===== config.mk =====
export PLATFORM = sky130hd
export DESIGN_NAME = spiFlashUnit
export DESIGN_NICKNAME = d
export VERILOG_FILES = /design/src/hw/sfuPkg.sv /design/src/hw/sfmByteIf.sv /design/src/hw/ckeGenerator.sv /design/src/hw/spiFlashRom.sv /design/src/hw/readFifo.sv /design/src/hw/spiFlashReadSequence.sv /design/src/hw/spiFlashUnit.sv
export SDC_FILE = /design/constraint.sdc
export NUM_CORES = 1
export LEC_CHECK = 0
export BUFFER_PORTS_ARGS = -buffer_cell sky130_fd_sc_hd__buf_2
export CAP_MARGIN = 20
export CORE_MARGIN = 3
export CORE_UTILIZATION = 55
export DETAILED_ROUTE_END_ITERATION = 12
export GPL_TIMING_DRIVEN = 0
export PLACE_DENSITY = 0.74
export SETUP_SLACK_MARGIN = 0.02
export SYNTH_ARGS = -nofsm -noshare
export SYNTH_HDL_FRONTEND = slang
export SYNTH_SLANG_ARGS = --single-unit
export TNS_END_PERCENT = 100

===== constraint.sdc =====
create_clock -name sClk -period 7.25 [get_ports sClk]
set_input_delay 0.3625 -clock sClk [delete_from_list [all_inputs] [get_ports sClk]]
set_output_delay 0.3625 -clock sClk [all_outputs]
set_load 0.03 [all_outputs]

===== src/hw/sfuPkg.sv =====
// --------------------
// Fixed geometry: 16 page bits plus 8 byte bits, 256 bytes per page
// FIFO depth must stay a power of two
// --------------------
package sfuPkg;

	// Address and data widths
	localparam int pageWidth = 16;
	localparam int byteWidth = 8;
	localparam int wordWidth = 16;

	// Divider and CS hold counter width
	localparam int divWidth = 8;

	// SPI NOR plain read, 3 address bytes, no dummy
	localparam logic [7:0] cmdRead = 8'h03;

	// Read FIFO, 16 words
	localparam int fifoDepthLog = 4;

	localparam int bytesPerPage = 256;

	// --------------------
	// Sequencer states
	// --------------------
	typedef enum logic [2:0]
	{
		idle,
		cmd,
		adr2,
		adr1,
		adr0,
		data,
		csHold,
		done
	} seqState;

endpackage


===== src/hw/sfmByteIf.sv =====
// --------------------
// One SPI byte per en cycle while the engine is idle
// rd holds from the done pulse until the next byte starts
// --------------------
`timescale 1ns/1ps

interface sfmByteIf;
	import sfuPkg::*;

	// Byte to send and byte received
	logic [byteWidth-1:0] wd;
	logic [byteWidth-1:0] rd;
	// Request level, one byte started per idle cycle
	logic en;
	// Low selects the flash
	logic csCtrl;
	// One cycle after the last sample
	logic done;

	// Requester side
	modport master
	(
		output wd, en, csCtrl,
		input rd, done
	);

	// SPI engine side
	modport slave
	(
		input wd, en, csCtrl,
		output rd, done
	);

endinterface


===== src/hw/ckeGenerator.sv =====
// --------------------
// cke every div+1 clocks while en is high
// div is taken only when en rises
// --------------------
`timescale 1ns/1ps

module ckeGenerator
(
	input logic sClk,
	input logic arstN,
	input logic en,
	input logic [sfuPkg::divWidth-1:0] div,
	output logic cke
);
	import sfuPkg::*;

	logic enQ;
	logic [divWidth-1:0] divReg;
	logic [divWidth-1:0] cnt;
	logic [divWidth-1:0] divNow;

	// Rising en uses the live value, later cycles the held one
	assign divNow = (en && !enQ) ? div : divReg;

	always_ff @(posedge sClk or negedge arstN)
	begin
		if (!arstN)
		begin
			enQ <= 1'b0;
			divReg <= '0;
			cnt <= '0;
			cke <= 1'b0;
		end
		else
		begin
			enQ <= en;
			// Capture divisor at start of a burst
			if (en && !enQ)
				divReg <= div;

			if (!en)
			begin
				cnt <= '0;
				cke <= 1'b0;
			end
			else if (cnt == divNow)
			begin
				// Terminal count, pulse and restart
				cnt <= '0;
				cke <= 1'b1;
			end
			else
			begin
				cnt <= cnt + 1'b1;
				cke <= 1'b0;
			end
		end
	end

endmodule


===== src/hw/spiFlashRom.sv =====
// --------------------
// SPI mode 0, MSB first, 16 cke edges per byte
// busy must drive the cke divider enable
// --------------------
`timescale 1ns/1ps

module spiFlashRom
(
	input logic sClk,
	input logic arstN,
	sfmByteIf.slave bus,
	input logic cke,
	output logic sck,
	output logic mosi,
	input logic miso,
	output logic cs,
	output logic busy
);
	import sfuPkg::*;

	// Tx bits leave at the top, rx bits enter at the bottom
	logic [byteWidth-1:0] shiftReg;
	// Even count means the next edge rises
	logic [3:0] edgeCnt;
	logic startByte;
	logic riseEdge;
	logic lastEdge;

	assign startByte = !busy && bus.en;
	assign riseEdge = busy && cke && !edgeCnt[0];
	assign lastEdge = busy && cke && (edgeCnt == 4'hF);

	// --------------------
	// Control and pins
	// --------------------
	always_ff @(posedge sClk or negedge arstN)
	begin
		if (!arstN)
		begin
			busy <= 1'b0;
			edgeCnt <= '0;
			sck <= 1'b0;
			mosi <= 1'b0;
			cs <= 1'b1;
			bus.done <= 1'b0;
		end
		else
		begin
			bus.done <= 1'b0;
			// CS tracks request, one clock late
			cs <= bus.csCtrl;

			if (startByte)
			begin
				busy <= 1'b1;
				edgeCnt <= '0;
				// First bit set up before first rising edge
				mosi <= bus.wd[byteWidth-1];
			end
			else if (busy && cke)
			begin
				edgeCnt <= edgeCnt + 1'b1;
				if (!edgeCnt[0])
				begin
					sck <= 1'b1;
				end
				else
				begin
					sck <= 1'b0;
					if (edgeCnt == 4'hF)
					begin
						// Eighth bit already in, byte complete
						busy <= 1'b0;
						bus.done <= 1'b1;
					end
					else
					begin
						// Next bit on the falling edge
						mosi <= shiftReg[byteWidth-1];
					end
				end
			end
		end
	end

	// --------------------
	// Data path
	// --------------------
	always_ff @(posedge sClk)
	begin
		if (startByte)
			shiftReg <= bus.wd;
		else if (riseEdge)
			// Sample miso with the rising sck
			shiftReg <= {shiftReg[byteWidth-2:0], miso};

		// Result held until the next byte ends
		if (lastEdge)
			bus.rd <= shiftReg;
	end

endmodule


===== src/hw/readFifo.sv =====
// --------------------
// Registered read, rvd one clock after re
// Pop on empty is dropped, push on full is dropped
// --------------------
`timescale 1ns/1ps

module readFifo
(
	input logic sClk,
	input logic arstN,
	input logic we,
	input logic [sfuPkg::wordWidth-1:0] wd,
	input logic re,
	output logic [sfuPkg::wordWidth-1:0] rd,
	output logic rvd,
	output logic emp,
	output logic freeLow
);
	import sfuPkg::*;

	logic [wordWidth-1:0] mem [2**fifoDepthLog];
	// Extra top bit tells full from empty
	logic [fifoDepthLog:0] wrPtr;
	logic [fifoDepthLog:0] rdPtr;
	logic [fifoDepthLog:0] used;
	logic full;
	logic doWrite;
	logic doRead;

	assign used = wrPtr - rdPtr;
	assign emp = (wrPtr == rdPtr);
	assign full = used[fifoDepthLog];
	// One or zero entries left
	assign freeLow = used >= (fifoDepthLog+1)'(2**fifoDepthLog - 1);
	assign doWrite = we && !full;
	assign doRead = re && !emp;

	// Pointers and valid strobe
	always_ff @(posedge sClk or negedge arstN)
	begin
		if (!arstN)
		begin
			wrPtr <= '0;
			rdPtr <= '0;
			rvd <= 1'b0;
		end
		else
		begin
			if (doWrite)
				wrPtr <= wrPtr + 1'b1;
			if (doRead)
				rdPtr <= rdPtr + 1'b1;
			rvd <= doRead;
		end
	end

	// Storage and output word
	always_ff @(posedge sClk)
	begin
		if (doWrite)
			mem[wrPtr[fifoDepthLog-1:0]] <= wd;
		if (doRead)
			rd <= mem[rdPtr[fifoDepthLog-1:0]];
	end

endmodule


===== src/hw/spiFlashReadSequence.sv =====
// --------------------
// Reads pages startAdrs..endAdrs with command 0x03, big-endian words
// Stalls between data bytes while the FIFO has under 2 free entries
// --------------------
`timescale 1ns/1ps

module spiFlashReadSequence
(
	input logic sClk,
	input logic arstN,
	sfmByteIf.master bus,
	// FIFO side
	output logic [sfuPkg::wordWidth-1:0] rd,
	output logic rvd,
	output logic emp,
	input logic re,
	// Control
	input logic sfmEn,
	input logic sfmCycleEn,
	input logic [sfuPkg::divWidth-1:0] csHoldTime,
	input logic [sfuPkg::pageWidth-1:0] startAdrs,
	input logic [sfuPkg::pageWidth-1:0] endAdrs,
	// Status
	output logic sfmDone,
	output logic [sfuPkg::pageWidth-1:0] adrsAdd
);
	import sfuPkg::*;

	seqState state;
	logic [pageWidth-1:0] adrs;
	logic [byteWidth-1:0] byteCnt;
	logic [divWidth-1:0] holdCnt;
	// High byte waiting for its partner
	logic [byteWidth-1:0] hiByte;
	// A byte is out at the engine
	logic inFlight;
	logic byteState;
	logic byteDone;
	logic fifoWe;
	logic freeLow;

	assign adrsAdd = adrs;
	assign byteState = state inside {cmd, adr2, adr1, adr0, data};
	assign byteDone = inFlight && bus.done;
	// CS low through the whole command and data burst
	assign bus.csCtrl = !byteState;
	// Odd byte closes a word
	assign fifoWe = (state == data) && byteDone && byteCnt[0];

	// --------------------
	// Byte request
	// --------------------
	// One cycle request, held off while a byte runs
	// Data bytes also wait for FIFO room, sck stays low meanwhile
	assign bus.en = !inFlight && sfmEn && byteState && !((state == data) && freeLow);

	always_comb
	begin
		case (state)
			cmd: bus.wd = cmdRead;
			adr2: bus.wd = adrs[pageWidth-1:byteWidth];
			adr1: bus.wd = adrs[byteWidth-1:0];
			// Byte within page always starts at 0
			default: bus.wd = '0;
		endcase
	end

	// --------------------
	// State machine
	// --------------------
	always_ff @(posedge sClk or negedge arstN)
	begin
		if (!arstN)
		begin
			state <= idle;
			adrs <= '0;
			byteCnt <= '0;
			holdCnt <= '0;
			inFlight <= 1'b0;
			sfmDone <= 1'b0;
		end
		else
		begin
			sfmDone <= 1'b0;
			if (bus.en)
				inFlight <= 1'b1;
			else if (bus.done)
				inFlight <= 1'b0;

			case (state)
				idle:
					if (sfmEn)
					begin
						adrs <= startAdrs;
						state <= cmd;
					end
				cmd, adr2, adr1, adr0, data:
					if (!sfmEn && !inFlight)
					begin
						// Stopped between bytes
						state <= idle;
					end
					else if (byteDone)
					begin
						if (!sfmEn)
							state <= idle;
						else
						begin
							case (state)
								cmd: state <= adr2;
								adr2: state <= adr1;
								adr1: state <= adr0;
								adr0:
								begin
									byteCnt <= '0;
									state <= data;
								end
								default:
								begin
									byteCnt <= byteCnt + 1'b1;
									// Page complete, raise CS
									if (byteCnt == byteWidth'(bytesPerPage - 1))
									begin
										holdCnt <= '0;
										state <= csHold;
									end
								end
							endcase
						end
					end
				csHold:
					if (!sfmEn)
						state <= idle;
					else if (holdCnt == csHoldTime)
					begin
						if (adrs == endAdrs)
						begin
							sfmDone <= 1'b1;
							state <= done;
						end
						else
						begin
							adrs <= adrs + 1'b1;
							state <= cmd;
						end
					end
					else
						holdCnt <= holdCnt + 1'b1;
				done:
					// Range finished, wrap or wait for sfmEn low
					if (!sfmEn)
						state <= idle;
					else if (sfmCycleEn)
					begin
						adrs <= startAdrs;
						state <= cmd;
					end
				default:
					state <= idle;
			endcase
		end
	end

	// Even byte goes high in the word
	always_ff @(posedge sClk)
	begin
		if ((state == data) && byteDone && !byteCnt[0])
			hiByte <= bus.rd;
	end

	// --------------------
	// Read FIFO
	// --------------------
	readFifo fifo0
	(
		.sClk(sClk),
		.arstN(arstN),
		.we(fifoWe),
		.wd({hiByte, bus.rd}),
		.re(re),
		.rd(rd),
		.rvd(rvd),
		.emp(emp),
		.freeLow(freeLow)
	);

endmodule


===== src/hw/spiFlashUnit.sv =====
// --------------------
// Use the CPU byte port only while sfmEn is low
// sfmDiv is shared by CPU and sequencer bytes
// --------------------
`timescale 1ns/1ps

module spiFlashUnit
(
	input logic sClk,
	input logic arstN,
	// Flash pins
	output logic sfuSck,
	output logic sfuMosi,
	input logic sfuMiso,
	output logic sfuCs,
	// Read FIFO
	output logic [sfuPkg::wordWidth-1:0] rd,
	output logic rvd,
	output logic emp,
	input logic re,
	// Control
	input logic sfmEn,
	input logic sfmCycleEn,
	input logic [sfuPkg::divWidth-1:0] sfmDiv,
	input logic [sfuPkg::divWidth-1:0] sfmCsHoldTime,
	input logic [sfuPkg::pageWidth-1:0] sfmStartAdrs,
	input logic [sfuPkg::pageWidth-1:0] sfmEndAdrs,
	// CPU byte port, for setup commands
	input logic [sfuPkg::byteWidth-1:0] sfmCpuWd,
	input logic sfmCpuEn,
	input logic sfmCpuCsCtrl,
	input logic sfmCpuValid,
	output logic [sfuPkg::byteWidth-1:0] sfmCpuRd,
	output logic sfmCpuDone,
	// Status
	output logic sfmDone,
	output logic [sfuPkg::pageWidth-1:0] sfmAdrsAdd
);

	logic divCke;
	logic spiBusy;

	sfmByteIf seqBus();
	sfmByteIf romBus();

	// --------------------
	// CPU and sequencer merge
	// --------------------
	// CPU byte wins while valid
	assign romBus.wd = sfmCpuValid ? sfmCpuWd : seqBus.wd;
	assign romBus.en = sfmCpuEn | seqBus.en;
	// Either side can pull CS low
	assign romBus.csCtrl = sfmCpuCsCtrl & seqBus.csCtrl;
	// Result fans out to both
	assign seqBus.rd = romBus.rd;
	assign seqBus.done = romBus.done;
	assign sfmCpuRd = romBus.rd;
	assign sfmCpuDone = romBus.done;

	spiFlashReadSequence readSeq
	(
		.sClk(sClk),
		.arstN(arstN),
		.bus(seqBus.master),
		.rd(rd),
		.rvd(rvd),
		.emp(emp),
		.re(re),
		.sfmEn(sfmEn),
		.sfmCycleEn(sfmCycleEn),
		.csHoldTime(sfmCsHoldTime),
		.startAdrs(sfmStartAdrs),
		.endAdrs(sfmEndAdrs),
		.sfmDone(sfmDone),
		.adrsAdd(sfmAdrsAdd)
	);

	spiFlashRom flashRom
	(
		.sClk(sClk),
		.arstN(arstN),
		.bus(romBus.slave),
		.cke(divCke),
		.sck(sfuSck),
		.mosi(sfuMosi),
		.miso(sfuMiso),
		.cs(sfuCs),
		.busy(spiBusy)
	);

	// sck half period of sfmDiv+1 clocks
	ckeGenerator ckeGen
	(
		.sClk(sClk),
		.arstN(arstN),
		.en(spiBusy),
		.div(sfmDiv),
		.cke(divCke)
	);

endmodule


After elaboration in Yosys (flattened, before gate mapping):

Memories as Yosys holds them, arrays and structs flattened. A register that Yosys moved wholly into a read port is not among the register bits.
Cells that the tools add are included.

* bits in registers: 99
* bits in writable memories: 256
* input port bits: 65
* output and inout port bits: 47
* logic and storage cells: 172
* memories kept: 1

Memory list
* readSeq.fifo0.mem: words 16, width 16, rd ports 1, clocked after Yosys merged registers in 1, write ports 1, RTL line readFifo.sv:21 `logic [wordWidth-1:0] mem [2**fifoDepthLog];`

* $add $sub $neg: 8
* order comparisons: 1
* equal/unequal tests: 30
* mux-type cells: 60
* bitwise logic cells: 5
* reduce and logical (&&, ||, !) cells: 45

Operators by type and width (number)
* 8-bit 2-to-1 mux: 13
* 16-bit 2-to-1 mux: 6
* 16-bit one-hot mux with 3 select lines: 1
* 8-bit one-hot mux with 2 select lines: 2
* 3-bit 2-to-1 mux: 10
* 8-bit by 1-bit adder with 8-bit output, second input constant: 3
* 3-bit one-hot mux with 4 select lines: 2
* 8-bit one-hot mux with 3 select lines: 1
* 1-bit 2-to-1 mux: 23
* 2-bit inequality test, second input constant: 9
* 16-bit by 1-bit adder with 16-bit output, second input constant: 1
* 16-bit equality test: 1
* 8-bit equality test: 2
* 1-bit logical AND: 16
* 3-bit equality test, second input constant: 4
* 2-bit nonzero test: 6
* 5-bit by 1-bit adder with 5-bit output, second input constant: 2
* 1-bit logical NOT: 10
* 5-bit AND reduction: 2
* 8-bit equality test, second input constant: 1
* 4-bit 2-to-1 mux: 2
* 2-bit by 1-bit inequality test with 1-bit output, second input constant: 4
* 8-bit by 2-bit inequality test with 1-bit output, second input constant: 1
* 8-bit AND reduction: 1
* 22 further kinds: 26

Logic depth before layout (Yosys ltp):

* depth in word-level cells: 9
* gate-level depth with buffers: 11

Modules after synthesis:

Synthesis repeated with hierarchy kept, for this count alone.

* cell total of the unflattened synthesis: 1015
* area, all modules: 16000.3 µm²

By module, submodules not included
* readFifo: times used 1, cells an instance 504, area an instance 10904.2 µm²
* spiFlashReadSequence: times used 1, cells an instance 359, area an instance 3009.1 µm²
* spiFlashRom: times used 1, cells an instance 64, area an instance 991.0 µm²
* ckeGenerator: times used 1, cells an instance 77, area an instance 952.2 µm²
* spiFlashUnit: times used 1, cells an instance 11, area an instance 143.9 µm²

Least setup slack after synthesis:

No wires, ideal clock.

* kind: reg-to-reg
* start: register readSeq.fifo0.rdPtr[1]
* end: memory readSeq.fifo0.mem[3][0], enable pin
* arrival time: 3.153 ns
* data required time: 6.876 ns
* slack: 3.723 ns
* stages on the path, launching flop included: 12
* buffers on the path: 3
* clock period less this slack: 3.527 ns
* path through: dfrtp_1 clkbuf_1 buf_1 inv_1 fa_1 a21o_1 a21oi_1 xnor2_1 and3_1 clkbuf_1 nor3b_1 and2_1

* cells in the longest elaborated chain, start to end: 5

Ends and longest elaborated chain
* from (decl): RTL line readFifo.sv:24 `logic [fifoDepthLog:0] rdPtr;`
* from (signal assigned): RTL line readFifo.sv:52 `rdPtr <= rdPtr + 1'b1;`
* 5-bit subtractor: RTL line readFifo.sv:30 `assign used = wrPtr - rdPtr;`
* 1-bit logical NOT: RTL line readFifo.sv:35 `assign doWrite = we && !full;`
* 1-bit logical AND: RTL line readFifo.sv:35
* 1-bit 2-to-1 mux: RTL line readFifo.sv:60 `if (doWrite)`
* 1-bit 2-to-1 mux (implied by the code): RTL line readFifo.sv:61 `mem[wrPtr[fifoDepthLog-1:0]] <= wd;`
* to (decl): RTL line readFifo.sv:21

Every way passes these cells.

Final worst setup path:

* start: register readSeq.fifo0.rdPtr[1]
* end: memory readSeq.fifo0.mem[1][14], enable pin

Same word-level chain as after synthesis.

==> impl_metrics.tcl <==
set metrics [dict create \
    grt_max_degree 58 \
    num_rows 61 \
    hold_viol 0 \
    hold_class "primary input to flop" \
    finClkSkew_ns 0.01906 \
    area_growth_syn_to_layout_pct 15.71 \
    start_util 0.5621 \
    clk_pin_slew_ns 0.06 \
    antenna_found_initial 2 \
    fin_area_um2 18170 \
    grt_first_pass_wirelength_mm 55.74 \
    power.static_leakage_nw 6.576 \
    seq_area_frac_synth 0.6857 \
    post-place-cells 1430 \
    rsz0062_at_grt "no" \
    rr_startpoint "readSeq.fifo0.rdPtr[1]" \
    status "finished clean" \
    required_ns 7.38 \
    chipWidth_um 175.0 \
    synth_edf_count 296 \
    drc 0 \
    net-switching-power_w 0.001998 \
    switching_share 0.3118 \
    place_congestion 0.9125 \
    cts_buffer_depth 3 \
    placed_area_um2 16810 \
    p_int_w 0.004411 \
    rr_worst_depth 11 \
    ios 112 \
    timing.fmax_mhz 193.2 \
    pwr-share-comb 0.298 \
    crit_end "readSeq.fifo0.mem[1][14]" \
    irDropWorstVdd_mv 0.2952 \
    syn_avg_cell_area_um2 16.72 \
    final_cell_mix "edfxtp_1 (296), buf_2 (121), mux4_2 (80)" \
    syn_area_um2 15700 \
    instances_no_fill 1508 \
    h-tree-depth 2 \
    cts_buffers 38 \
    syn_nets 1019 \
    synth-main-ff-cell "edfxtp_1" \
    grt_overflow 0 \
    drt-total-wl_mm 36.46 \
    vias 8959 \
    die-area_um2 30610 \
    final_common_cell "edfxtp_1" \
    slew_viol_final 0 \
    worst_pin_slew_ns 1.158 \
    ys_warn_count 0 \
    rr_endpoint "readSeq.fifo0.mem[1][14]" \
    cts_tree "built" \
    nNetsFinal 1181 \
    grt_pass1_vias 9327 \
    period_minus_slack_ns 5.176 \
    r2r_slack_ns 2.07 \
    cp_max_fo 16 \
    grt.total_usage 0.2414 \
    worstPathArrival_ns 5.31 \
    first_pass_iters 5 \
    setup_violations 0 \
    die_h_um 175.0 \
    insertion_delay_ns 0.53 \
    routed_via_density 5.941 \
    cts.sinks 371 \
    hpwlAfterDp_mm 22.19 \
    cts_root_buffer "clkbuf_16" \
    final.setup.tns_ns 0 \
    design.core.area_um2 27930 \
    clkPwrFrac 0.296 \
    ys_ff_latch 371 \
    drive_gt1_frac 0.2664 \
    crit_start "readSeq.fifo0.rdPtr[1]" \
    io_buffers 109 \
    antennaDiodeCount 0 \
    pwr-share-seq 0.407 \
    drv_cap 0 \
    async_flop_share 0.2022 \
    syn_inst 939 \
    synth_cell_types 62 \
    fin_crit_sh 0.7139 \
    power_density_nw_per_um2 352.8 \
    critPathCaptureType "flop" \
    critPathKind "flop to flop" \
    slew-limit-headroom 0.2279 \
    routedWlPerCell_um 24.18 \
    ant_nets 0 \
    drtIter0Drc 767 \
    worst_setup_path_start_kind "flop" \
]
synthesized netlist by cell type, types with 12 or more instances:
cell / number / area [um^2]
xor2_1: 34 / 297.8
nand2_1: 45 / 168.9
o21ai_0: 37 / 185.2
nor2_1: 42 / 157.7
mux4_2: 80 / 1802
clkbuf_1: 24 / 90.09
a21oi_1: 17 / 85.08
ha_1: 14 / 175.2
and2_1: 23 / 143.9
and3_1: 12 / 75.07
xnor2_1: 25 / 219.0
nor3_1: 17 / 85.08
mux2i_1: 12 / 120.1
nand3_1: 24 / 120.1
inv_1: 16 / 60.06
dfrtp_1: 74 / 1852
mux2_2: 13 / 146.4
edfxtp_1: 296 / 8889
layout make-up:
cell class | instances | area [um^2]
Sequential cell | 371 | 10770
Timing Repair Buffer | 122 | 780.7
Inverter | 17 | 63.81
Multi-Input combinational cell | 498 | 4609
Tap cell | 378 | 473.0
Clock inverter | 18 | 181.4
Clock buffer | 51 | 1031
Fill cell | 1965 | 9766
Buffer | 53 | 262.8
stage by stage:
| step | utilization | hold WS (ns) | total power, W | worst slack, ns |
|---|---|---|---|---|
| 2_1_floorplan | - | 0.06691 | 0.003987 | 3.723 |
| 6_report | 0.6504 | 0.06044 | 0.006409 | 2.074 |
| 3_3_place_gp | 0.5985 | 0.3820 | 0.004480 | 2.251 |
| 4_1_cts | 0.6456 | 0.03818 | 0.006416 | 2.158 |
| 3_5_place_dp | 0.6018 | 0.2682 | 0.004518 | 2.182 |
| 5_1_grt | 0.6504 | 0.05976 | 0.006686 | 1.837 |
registers in the layout, summed over array words and instances (netlist names), 3 cells and up:
signal,cells
readSeq.holdCnt,8
flashRom.shiftReg,8
flashRom.bus.rd,8
readSeq.fifo0.rd,16
ckeGen.divReg,8
readSeq.hiByte,8
readSeq.state,3
readSeq.fifo0.wrPtr,5
readSeq.adrsAdd,16
readSeq.fifo0.mem,256
flashRom.edgeCnt,4
readSeq.byteCnt,8
readSeq.fifo0.rdPtr,5
ckeGen.cnt,8
power by group through the flow:
stage	registers, W	logic (W)	clock network, W
global placement	0.00264	0.00184	0
CTS	0.00260	0.00189	0.00192
detailed placement	0.00265	0.00187	0
finish	0.00261	0.00191	0.00190
floorplan	0.00281	0.00118	0
global route	0.00263	0.00205	0.00201
kinds of logic (layout without fill, tap and decap cells):
family                   after synthesis  after routing  synth area share
adder cells (fa/ha/maj)               15             15           0.01243
XOR/XNOR                              59             59           0.03291
flip-flops                           371            371            0.6857
AND/OR/NAND/NOR                      208            208           0.06805
buffers and inverters                 70            261           0.02072
AO/OA/AOI/OAI                        108            108           0.04558
multiplexers                         108            108            0.1346
worst min-delay path by stage:
stage,start,endpoint,cells past startpoint
floorplan,arstN,ckeGen.cke,0
global placement,flashRom.busy,ckeGen.enQ,0
detailed placement,arstN,readSeq.holdCnt[2],1
CTS,sfmCpuCsCtrl,flashRom.cs,2
global route,sfmCpuCsCtrl,flashRom.cs,2
finish,sfmCpuCsCtrl,flashRom.cs,2
worst max-delay path, cell delays in order, from the launching register on:
cell	delay [ns]
dfrtp_1	0.39
clkbuf_1	0.64
buf_1	0.71
inv_1	0.22
fa_1	0.46
a21o_1	0.19
a21oi_1	0.17
xnor2_1	0.19
and3_1	0.20
clkbuf_1	0.24
nor3b_1	0.41
and2_1	0.97
metal layers:
layer,global-route usage,up-vias,wire length (um),share of wire
li1,-,3982,-,-
met1,0.3203,4527,14360,0.39
met2,0.4076,397,18730,0.51
met3,0.05563,49,2713,0.074
met4,0.06549,4,624,0.017
met5,0,-,28,0.00077
timing repair:
item / in CTS / in global routing
hold endpoints to repair: 18 / 0
hold buffers: 1 / 0
setup buffers: 0 / 0
resized for setup: 0 / 0
Power figures use the tool's default switching activity.
